**src/design/ddc_pkg.sv**
```systemverilog
`default_nettype none

package ddc_pkg;

	// datapath widths
	localparam int SAMPLE_W = 16;   // adc and usb word width
	localparam int PHASE_W = 32;    // nco accumulator
	localparam int ANGLE_W = 16;    // top phase bits fed to the cordic

	// cordic rotator
	localparam int CORDIC_STAGES = 14;
	localparam int CORDIC_GUARD = 2;                            // fraction bits below the lsb
	localparam int CORDIC_W = SAMPLE_W + CORDIC_GUARD + 2;      // room for sign and 1.65x gain
	localparam int GAIN_W = 18;
	localparam int GAIN_FRAC = 16;
	localparam logic signed [GAIN_W-1:0] CORDIC_GAIN = 18'sd39797;  // 1/1.64676 in q16
	localparam int MIXER_LATENCY = CORDIC_STAGES + 2;            // pre-rotation + stages + gain

	// atan(2^-i), full turn = 2^16
	localparam logic [0:CORDIC_STAGES-1][ANGLE_W-1:0] CORDIC_ATAN = '{
		16'd8192, 16'd4836, 16'd2555, 16'd1297, 16'd651, 16'd326, 16'd163,
		16'd81, 16'd41, 16'd20, 16'd10, 16'd5, 16'd3, 16'd1
	};

	// cic decimator
	localparam int CIC_RATE = 8;
	localparam int CIC_ORDER = 3;
	localparam int CIC_GROWTH = 9;                  // order * log2(rate)
	localparam int CIC_W = SAMPLE_W + CIC_GROWTH;

	// serial register port
	localparam int FRAME_BITS = 40;                 // 8 address bits then 32 data bits
	localparam int REG_ADDR_W = 8;
	localparam logic [REG_ADDR_W-1:0] REG_FREQ = 8'h01;
	localparam logic [REG_ADDR_W-1:0] REG_OPTION = 8'h02;
	localparam int OPT_RUN = 2;                     // capture run bit in option reg

	localparam int FIFO_DEPTH = 16;

	typedef enum logic [1:0] {TAP_RAW = 2'd0, TAP_MIXED = 2'd1, TAP_DECIM = 2'd2,
		TAP_RSVD = 2'd3} tap_sel_e;

	typedef enum logic [1:0] {WR_IDLE = 2'd0, WR_Q = 2'd1, WR_I = 2'd2} wr_state_e;

endpackage

`default_nettype wire

```
**src/design/sample_fifo_if.sv**
```systemverilog
`default_nettype none

// head of the sample fifo as seen by the usb writer
interface sample_fifo_if import ddc_pkg::*; ();

	logic [SAMPLE_W-1:0] i_word;    // head entry, I half
	logic [SAMPLE_W-1:0] q_word;    // head entry, Q half
	logic empty;
	logic pop;                      // only while not empty, head moves next clock

	modport fifo (
		output i_word, q_word, empty,
		input pop
	);

	modport writer (
		input i_word, q_word, empty,
		output pop
	);

endinterface

`default_nettype wire

```
**src/design/ddc_ctrl_regs.sv**
```systemverilog
`default_nettype none

module ddc_ctrl_regs import ddc_pkg::*; (
	input logic ENC_CLK,
	input logic i_rst_n,
	input logic i_sck,
	input logic i_sdi,
	input logic i_cs_n,
	input logic [SAMPLE_W-1:0] i_adc,
	output logic [PHASE_W-1:0] o_phase_inc,
	output tap_sel_e o_tap_sel,
	output logic o_run,
	output logic [SAMPLE_W-1:0] o_adc_q
);

	logic [1:0] sck_sync;       // [0] newest sample
	logic [1:0] sdi_sync;
	logic [1:0] cs_sync;
	logic sck_rise;
	logic cs_rise;
	logic frame_ok;
	logic [FRAME_BITS-1:0] shift_q;             // msb first
	logic [$clog2(FRAME_BITS+1)-1:0] bit_cnt;   // saturates

	assign sck_rise = sck_sync[0] & ~sck_sync[1];
	assign cs_rise = cs_sync[0] & ~cs_sync[1];   // end of frame
	assign frame_ok = cs_rise && (bit_cnt == FRAME_BITS);

	// pin sync and control state
	always_ff @(posedge ENC_CLK) begin
		if (!i_rst_n) begin
			sck_sync <= 2'b00;
			cs_sync <= 2'b11;       // deselected
			bit_cnt <= '0;
			o_phase_inc <= '0;
			o_tap_sel <= TAP_RAW;
			o_run <= 1'b0;
		end else begin
			sck_sync <= {sck_sync[0], i_sck};
			cs_sync <= {cs_sync[0], i_cs_n};
			if (cs_sync[0])
				bit_cnt <= '0;  // idle between frames
			else if (sck_rise && bit_cnt != '1)
				bit_cnt <= bit_cnt + 1'b1;
			// short, long or unknown frames are dropped
			if (frame_ok) begin
				case (shift_q[FRAME_BITS-1 -: REG_ADDR_W])
					REG_FREQ: o_phase_inc <= shift_q[PHASE_W-1:0];
					REG_OPTION: begin
						o_tap_sel <= tap_sel_e'(shift_q[1:0]);
						o_run <= shift_q[OPT_RUN];
					end
					default: ;
				endcase
			end
		end
	end

	// data path, no reset
	always_ff @(posedge ENC_CLK) begin
		sdi_sync <= {sdi_sync[0], i_sdi};
		if (sck_rise && !cs_sync[0])
			shift_q <= {shift_q[FRAME_BITS-2:0], sdi_sync[1]}; // bit settled before sck rose
		o_adc_q <= i_adc;   // adc input register
	end

endmodule

`default_nettype wire

```
**src/design/ddc_nco_mixer.sv**
```systemverilog
`default_nettype none

module ddc_nco_mixer import ddc_pkg::*; (
	input logic ENC_CLK,
	input logic i_rst_n,
	input logic [PHASE_W-1:0] i_phase_inc,
	input logic [SAMPLE_W-1:0] i_sample,
	output logic [SAMPLE_W-1:0] o_i,
	output logic [SAMPLE_W-1:0] o_q,
	output logic o_strobe
);

	logic [PHASE_W-1:0] phase_acc;
	logic [ANGLE_W-1:0] theta;      // negated phase, mix down
	logic flip;                     // angle outside +-90 deg
	logic signed [CORDIC_W-1:0] x_ext;
	logic signed [CORDIC_W-1:0] xs [CORDIC_STAGES+1];
	logic signed [CORDIC_W-1:0] ys [CORDIC_STAGES+1];
	logic signed [ANGLE_W-1:0] zs [CORDIC_STAGES+1];   // residual angle
	logic signed [CORDIC_W+GAIN_W-1:0] prod_i;
	logic signed [CORDIC_W+GAIN_W-1:0] prod_q;
	logic [MIXER_LATENCY-1:0] valid_sr;

	// drop gain fraction and guard bits, clip to 16 bits
	function automatic logic [SAMPLE_W-1:0] saturate(input logic signed [CORDIC_W+GAIN_W-1:0] p);
		logic signed [CORDIC_W+GAIN_W-1:0] s;
		s = p >>> (GAIN_FRAC + CORDIC_GUARD);
		if (s > 32767)
			return 16'h7fff;
		else if (s < -32768)
			return 16'h8000;
		else
			return s[SAMPLE_W-1:0];
	endfunction

	assign theta = -phase_acc[PHASE_W-1 -: ANGLE_W];
	assign flip = theta[ANGLE_W-1] ^ theta[ANGLE_W-2];   // quadrants 2 and 3
	assign x_ext = {{(CORDIC_W-SAMPLE_W-CORDIC_GUARD){i_sample[SAMPLE_W-1]}}, i_sample,
		{CORDIC_GUARD{1'b0}}};
	assign prod_i = xs[CORDIC_STAGES] * CORDIC_GAIN;    // undo cordic gain
	assign prod_q = ys[CORDIC_STAGES] * CORDIC_GAIN;
	assign o_strobe = valid_sr[MIXER_LATENCY-1];

	// nco and pipeline fill
	always_ff @(posedge ENC_CLK) begin
		if (!i_rst_n) begin
			phase_acc <= '0;
			valid_sr <= '0;
		end else begin
			phase_acc <= phase_acc + i_phase_inc;
			valid_sr <= {valid_sr[MIXER_LATENCY-2:0], 1'b1};
		end
	end

	// rotator pipeline, one stage per clock
	always_ff @(posedge ENC_CLK) begin
		// pre-rotation by 180 deg keeps the residual inside cordic range
		xs[0] <= flip ? -x_ext : x_ext;
		ys[0] <= '0;        // real input
		zs[0] <= flip ? (theta ^ 16'h8000) : theta;
		for (int s = 0; s < CORDIC_STAGES; s++) begin
			if (!zs[s][ANGLE_W-1]) begin   // rotate ccw
				xs[s+1] <= xs[s] - (ys[s] >>> s);
				ys[s+1] <= ys[s] + (xs[s] >>> s);
				zs[s+1] <= zs[s] - CORDIC_ATAN[s];
			end else begin
				xs[s+1] <= xs[s] + (ys[s] >>> s);
				ys[s+1] <= ys[s] - (xs[s] >>> s);
				zs[s+1] <= zs[s] + CORDIC_ATAN[s];
			end
		end
		o_i <= saturate(prod_i);    // x cos(phi)
		o_q <= saturate(prod_q);    // -x sin(phi)
	end

endmodule

`default_nettype wire

```
**src/design/ddc_cic_decim.sv**
```systemverilog
`default_nettype none

module ddc_cic_decim import ddc_pkg::*; (
	input logic ENC_CLK,
	input logic i_rst_n,
	input logic [SAMPLE_W-1:0] i_i,
	input logic [SAMPLE_W-1:0] i_q,
	input logic i_strobe,
	output logic [SAMPLE_W-1:0] o_i,
	output logic [SAMPLE_W-1:0] o_q,
	output logic o_strobe
);

	// channel 0 is I, channel 1 is Q
	logic signed [CIC_W-1:0] in_ext [2];
	logic signed [CIC_W-1:0] integ [2][CIC_ORDER];
	logic signed [CIC_W-1:0] dly [2][CIC_ORDER];     // comb delays
	logic [SAMPLE_W-1:0] dec_out [2];
	logic [$clog2(CIC_RATE)-1:0] dec_cnt;

	assign in_ext[0] = {{CIC_GROWTH{i_i[SAMPLE_W-1]}}, i_i};
	assign in_ext[1] = {{CIC_GROWTH{i_q[SAMPLE_W-1]}}, i_q};
	assign o_i = dec_out[0];
	assign o_q = dec_out[1];

	// wraparound arithmetic throughout, combs cancel the overflow
	always_ff @(posedge ENC_CLK) begin
		logic signed [CIC_W-1:0] acc;
		if (!i_rst_n) begin
			dec_cnt <= '0;
			o_strobe <= 1'b0;
			for (int c = 0; c < 2; c++) begin
				for (int k = 0; k < CIC_ORDER; k++) begin
					integ[c][k] <= '0;
					dly[c][k] <= '0;
				end
			end
		end else begin
			o_strobe <= 1'b0;
			if (i_strobe) begin
				dec_cnt <= dec_cnt + 1'b1;      // wraps at rate
				for (int c = 0; c < 2; c++) begin
					integ[c][0] <= integ[c][0] + in_ext[c];
					for (int k = 1; k < CIC_ORDER; k++)
						integ[c][k] <= integ[c][k] + integ[c][k-1];
				end
				if (dec_cnt == CIC_RATE - 1) begin
					o_strobe <= 1'b1;
					for (int c = 0; c < 2; c++) begin
						acc = integ[c][CIC_ORDER-1];
						for (int k = 0; k < CIC_ORDER; k++) begin
							dly[c][k] <= acc;
							acc = acc - dly[c][k];  // comb at decimated rate
						end
						dec_out[c] <= acc[CIC_W-1 -: SAMPLE_W]; // divide by rate^order
					end
				end
			end
		end
	end

endmodule

`default_nettype wire

```
**src/design/ddc_sample_fifo.sv**
```systemverilog
`default_nettype none

module ddc_sample_fifo import ddc_pkg::*; (
	input logic ENC_CLK,
	input logic i_rst_n,
	input tap_sel_e i_tap_sel,
	input logic i_run,
	input logic [SAMPLE_W-1:0] i_raw,
	input logic [SAMPLE_W-1:0] i_mix_i,
	input logic [SAMPLE_W-1:0] i_mix_q,
	input logic i_mix_strobe,
	input logic [SAMPLE_W-1:0] i_dec_i,
	input logic [SAMPLE_W-1:0] i_dec_q,
	input logic i_dec_strobe,
	sample_fifo_if.fifo fifo_port,
	output logic o_overflow
);

	localparam int AW = $clog2(FIFO_DEPTH);

	logic [SAMPLE_W-1:0] sel_i, sel_q;
	logic sel_stb;
	logic [SAMPLE_W-1:0] mem_i [FIFO_DEPTH];
	logic [SAMPLE_W-1:0] mem_q [FIFO_DEPTH];
	logic [AW:0] wr_ptr, rd_ptr, used;  // extra wrap bit
	logic full, push;

	// tap mux
	always_comb begin
		case (i_tap_sel)
			TAP_MIXED: {sel_i, sel_q, sel_stb} = {i_mix_i, i_mix_q, i_mix_strobe};
			TAP_DECIM: {sel_i, sel_q, sel_stb} = {i_dec_i, i_dec_q, i_dec_strobe};
			default: {sel_i, sel_q, sel_stb} = {i_raw, {SAMPLE_W{1'b0}}, 1'b1}; // raw and reserved
		endcase
	end

	assign push = sel_stb & i_run;      // capture gate
	assign used = wr_ptr - rd_ptr;
	assign full = used[AW];
	assign fifo_port.empty = (used == '0);
	assign fifo_port.i_word = mem_i[rd_ptr[AW-1:0]];
	assign fifo_port.q_word = mem_q[rd_ptr[AW-1:0]];

	always_ff @(posedge ENC_CLK) begin
		if (!i_rst_n) begin
			wr_ptr <= '0;
			rd_ptr <= '0;
			o_overflow <= 1'b0;
		end else begin
			if (push && !full)
				wr_ptr <= wr_ptr + 1'b1;
			if (push && full)
				o_overflow <= 1'b1;     // sticky until reset
			if (fifo_port.pop && !fifo_port.empty)
				rd_ptr <= rd_ptr + 1'b1;
		end
	end

	always_ff @(posedge ENC_CLK) begin
		if (push && !full) begin
			mem_i[wr_ptr[AW-1:0]] <= sel_i;
			mem_q[wr_ptr[AW-1:0]] <= sel_q;
		end
	end

endmodule

`default_nettype wire

```
**src/design/ddc_fx2_writer.sv**
```systemverilog
`default_nettype none

module ddc_fx2_writer import ddc_pkg::*; (
	input logic ENC_CLK,
	input logic i_rst_n,
	sample_fifo_if.writer fifo_port,
	input logic i_flag_full_n,              // usb chip full flag, active low
	output logic [SAMPLE_W-1:0] o_fd,
	output logic o_slwr_n
);

	wr_state_e state;

	// head leaves the fifo while I is on the bus
	assign fifo_port.pop = (state == WR_I);

	// Q word first, then I, one pair per 3 clocks at best
	always_ff @(posedge ENC_CLK) begin
		if (!i_rst_n) begin
			state <= WR_IDLE;
			o_fd <= '0;
			o_slwr_n <= 1'b1;
		end else begin
			case (state)
				WR_IDLE: begin
					// full only blocks the start of a pair
					if (!fifo_port.empty && i_flag_full_n) begin
						o_fd <= fifo_port.q_word;
						o_slwr_n <= 1'b0;
						state <= WR_Q;
					end
				end
				WR_Q: begin
					o_fd <= fifo_port.i_word;   // second word of pair
					o_slwr_n <= 1'b0;
					state <= WR_I;
				end
				WR_I: begin
					o_slwr_n <= 1'b1;
					state <= WR_IDLE;
				end
				default: begin
					o_slwr_n <= 1'b1;
					state <= WR_IDLE;
				end
			endcase
		end
	end

endmodule

`default_nettype wire

```
**src/design/ddc_rx_top.sv**
```systemverilog
`default_nettype none

module ddc_rx_top import ddc_pkg::*; (
	input logic ENC_CLK,
	input logic i_rst_n,
	input logic [SAMPLE_W-1:0] i_adc,
	input logic i_sck,
	input logic i_sdi,
	input logic i_cs_n,
	input logic i_flag_full_n,
	output logic [SAMPLE_W-1:0] o_fd,
	output logic o_slwr_n,
	output logic o_overflow
);

	logic [PHASE_W-1:0] phase_inc;      // tuning word
	tap_sel_e tap_sel;
	logic run;
	logic [SAMPLE_W-1:0] adc_q;
	logic [SAMPLE_W-1:0] mix_i, mix_q;
	logic mix_stb;
	logic [SAMPLE_W-1:0] dec_i, dec_q;
	logic dec_stb;

	sample_fifo_if fifo_bus ();         // fifo head to usb writer

	ddc_ctrl_regs u_regs (
		.ENC_CLK(ENC_CLK), .i_rst_n(i_rst_n),
		.i_sck(i_sck), .i_sdi(i_sdi), .i_cs_n(i_cs_n),
		.i_adc(i_adc),
		.o_phase_inc(phase_inc), .o_tap_sel(tap_sel), .o_run(run),
		.o_adc_q(adc_q)
	);

	ddc_nco_mixer u_mixer (
		.ENC_CLK(ENC_CLK), .i_rst_n(i_rst_n),
		.i_phase_inc(phase_inc), .i_sample(adc_q),
		.o_i(mix_i), .o_q(mix_q), .o_strobe(mix_stb)
	);

	ddc_cic_decim u_cic (
		.ENC_CLK(ENC_CLK), .i_rst_n(i_rst_n),
		.i_i(mix_i), .i_q(mix_q), .i_strobe(mix_stb),
		.o_i(dec_i), .o_q(dec_q), .o_strobe(dec_stb)
	);

	// raw tap takes the registered adc word
	ddc_sample_fifo u_fifo (
		.ENC_CLK(ENC_CLK), .i_rst_n(i_rst_n),
		.i_tap_sel(tap_sel), .i_run(run),
		.i_raw(adc_q),
		.i_mix_i(mix_i), .i_mix_q(mix_q), .i_mix_strobe(mix_stb),
		.i_dec_i(dec_i), .i_dec_q(dec_q), .i_dec_strobe(dec_stb),
		.fifo_port(fifo_bus.fifo),
		.o_overflow(o_overflow)
	);

	ddc_fx2_writer u_writer (
		.ENC_CLK(ENC_CLK), .i_rst_n(i_rst_n),
		.fifo_port(fifo_bus.writer),
		.i_flag_full_n(i_flag_full_n),
		.o_fd(o_fd), .o_slwr_n(o_slwr_n)
	);

endmodule

`default_nettype wire

```
**config.mk**
```make
export PLATFORM = sky130hd
export DESIGN_NAME = ddc_rx_top
export DESIGN_NICKNAME = d
export VERILOG_FILES = /design/src/design/ddc_pkg.sv /design/src/design/sample_fifo_if.sv /design/src/design/ddc_ctrl_regs.sv /design/src/design/ddc_nco_mixer.sv /design/src/design/ddc_cic_decim.sv /design/src/design/ddc_sample_fifo.sv /design/src/design/ddc_fx2_writer.sv /design/src/design/ddc_rx_top.sv
export SDC_FILE = /design/constraint.sdc
export NUM_CORES = 2
export LEC_CHECK = 0
export BUFFER_PORTS_ARGS = -buffer_cell sky130_fd_sc_hd__buf_2
export CAP_MARGIN = 20
export CORE_ASPECT_RATIO = 0.7
export CORE_MARGIN = 10
export CORE_UTILIZATION = 50
export DETAILED_ROUTE_END_ITERATION = 6
export PLACE_DENSITY = 0.69
export SYNTH_ARGS = -nofsm -noshare
export SYNTH_HDL_FRONTEND = slang
export SYNTH_SLANG_ARGS = --single-unit
```
**constraint.sdc**
```tcl
create_clock -name ENC_CLK -period 7.6 [get_ports ENC_CLK]
set_clock_uncertainty 0.1 [all_clocks]
set_input_delay 1.14 -clock ENC_CLK [delete_from_list [all_inputs] [get_ports ENC_CLK]]
set_output_delay 1.14 -clock ENC_CLK [all_outputs]
set_load 0.005 [all_outputs]
```
==> results.md <==
- Run status: finished, violations left
- Failing checks: DRC
- Mapped Avg Cell Area: 10.4 µm²
- Die width: 595 µm
- Total gr overflow: 0
- Gpl congestion: 0.896
- Sequential area share after synthesis: 0.396
- WL/cell: 19.0 µm
- CORE AREA: 230,000 µm²
- Die area: 251,000 µm²
- Hold_buf cts: 0
- Initial antenna violation count: 3
- Post-synth top cells: ha_1 (1,344), inv_1 (1,058), nor2_1 (1,034)
- HP Start: u_mixer.zs[0][16]
- Synth warnings: 0
- Remaining DRCs: 14
- Critical path fanouts, max: 15
- Final worst path period share: 0.924
- Top Ports: 40
- CTS tree: yes
- Max cap viols: 0
- Routed via count: 81,100
- Mapped Cells: 11,100
- Hold Path End: u_mixer.zs[0][32]
- Starting Density: 0.503
- GRT Total Usage: 0.213
- Hold Path Class: register to register
- Synth unique cells: 88
- Chip height: 422 µm
- Utilization after layout: 0.548
- Nets: 12,900
- Total negative slack: 0 ns
- Register bit total from synthesis: 1,842
- Area leader, netlist: edfxtp_1
- Max Clock Freq: 142 MHz
- Worst setup EP type: register
- IO Port Bufs: 39
- Detailed placement HPWL: 204 mm
- Layout cells sized above 1: 0.0607
- CTS buffer count: 187
- Worst reg-to-reg path cell count: 23
- Top-area cell type share of the netlist area: 0.230
- CTS H-tree lvls: 4
- Number of diodes: 0
- First-pass GRT wire length: 441 mm
- Reg2Reg Launch Point: u_mixer.ys[14][8]
- WP data arrival: 7.53 ns
- Fraction of registers with async set/reset: 0
- Hold Violations, Final: 0
- Pin count of the biggest net entering global routing: 85
- Crit start category: register
- R2R Path End: u_mixer.o_q[13]
- Post-Syn Nets: 12,800
- Synthesized area: 116,000 µm²
- CTS clk-pin slew, worst paths: 0.06 ns
- Post-synth EDFFs: 884
- Clock latency on the worst-skew pair: 0.89 ns
- Setup bufs post-CTS: 0
- DRT iter0 DRCs: 7,081
- Clock period minus worst slack: 7.03 ns
- Hold path cells: 0
- Fillers: 19,400
- Num rows: 147
- Final setup viols: 0
- Worst endpoint required time: 8.11 ns
- Slew headroom: 0.212
- Unrepaired setup endpoints after global routing: no
- Reg-to-reg slack, setup: 0.57 ns
- DR vias/cell: 5.62
- Slew @ Worst Pin: 1.17 ns
- DRT Wirelength: 274 mm
- # clock sinks: 1,842
- Synth top area cells: edfxtp_1 (23%), dfxtp_1 (17%), ha_1 (15%), xnor2_1 (6.2%), fa_1 (5.7%)
- Routed Antenna Nets: 0
- Number of global-route vias before repair: 79,800
- CTS Buffer Depth: 4
- Root Driver: clkbuf_16
- CTS-repair resized insts: 0
- Cell with the most instances after synthesis: ha_1
- Slew Limit Fails: 0
- Layout area overhead: 8.87%
- First drt pass iteration count: 7
- Critical path type: register to register
- Primary FF master, synth: dfxtp_1
## worst max-delay path by stage
stage                  startpoint              end  slack [ns]  depth (start not counted)
5_1_grt         u_mixer.ys[14][5]   u_mixer.o_q[9]        0.06                         22
4_1_cts         u_mixer.ys[14][8]  u_mixer.o_q[13]        0.32                         23
2_1_floorplan  u_mixer.xs[14][19]   u_mixer.o_i[3]        1.21                         23
3_5_place_dp    u_mixer.ys[14][8]  u_mixer.o_q[13]        0.41                         23
3_3_place_gp    u_mixer.ys[14][8]  u_mixer.o_q[13]        0.57                         23
6_report        u_mixer.ys[14][8]  u_mixer.o_q[13]        0.57                         23
## cells in the final DEF, fill, tap and decap left out, types with 65 or more instances in the layout
master	instances
xnor2_1	814
inv_1	1057
nand3_1	173
a31oi_1	92
ha_1	1343
nor3_1	359
clkbuf_16	190
nand2_1	450
nor2b_1	137
mux2i_1	95
dfxtp_1	955
and2_1	178
a21oi_1	731
nor2_1	1020
o21ai_0	400
o21bai_1	140
fa_1	330
xor2_1	360
edfxtp_1	884
a211oi_1	78
a21o_1	203
nand2b_1	98
o21a_1	130
mux4_2	160
buf_4	65
## critical path: stages, from the launching register on
cell	delay, ns
dfxtp_1	0.58
ha_1	0.39
xor2_1	0.19
ha_1	0.29
inv_1	0.06
fa_1	0.51
inv_1	0.05
fa_1	0.48
fa_1	0.54
inv_1	0.05
fa_1	0.53
inv_1	0.04
ha_1	0.30
o2111ai_1	0.20
or2_2	0.34
o221ai_2	0.36
a211oi_2	0.16
nor3_1	0.24
o21a_1	0.19
o21ai_2	0.12
o31ai_2	0.36
a31oi_1	0.10
a21boi_2	0.40
o21ai_0	0.23
## sequential cells by signal (all words and copies together) (netlist names), 32 cells and up, named ones only
register            count
u_regs.shift_q         40
u_regs.o_phase_inc     32
u_mixer.phase_acc      32
u_fifo.mem_q          256
u_cic.integ           150
u_fifo.mem_i          256
u_mixer.zs            207
u_cic.dly             150
u_mixer.ys            277
u_cic.dec_out          32
u_mixer.xs            293
## per-layer routing
layer  up-vias  track usage  wire length, µm
li1      39500            -                -
met1     38900        0.333           138000
met2      2376        0.310           112000
met3       321       0.0332            19200
met4         0       0.0377             4660
met5         -            0                0
## per-stage QoR
stage | setup WS [ns] | hold WS, ns | instance area, µm² | cells
finish | 0.575 | 0.225 | 126000 | 14400
global route | 0.0633 | 0.213 | 126000 | 14400
CTS | 0.323 | 0.191 | 126000 | 14400
detailed placement | 0.409 | 0.212 | 120000 | 14100
global placement | 0.570 | 0.216 | 120000 | 14100
floorplan | 1.21 | 0.210 | 116000 | 11100
## final cells by class
class                   instances  area [µm²]  share of cell area
clock inverters                82         961             0.00764
repair buffers                108         733             0.00583
multi-input cells            8041       65400               0.520
well taps                    3054        3820              0.0304
flip-flops and latches       1842       45700               0.363
inverters                    1059        3980              0.0316
clock buffers                 254        5220              0.0415
## cells by family after synthesis
family	share of synthesized area
AND/OR/NAND/NOR	0.112
adder cells (fa/ha/maj)	0.203
AO/OA/AOI/OAI	0.118
XOR/XNOR	0.0895
flip-flops	0.396
buffers and inverters	0.0402
multiplexers	0.0419
Power is left out: the tool's default activity adds up to more than one toggle a clock period on the data nets, which glitch-free logic cannot reach.
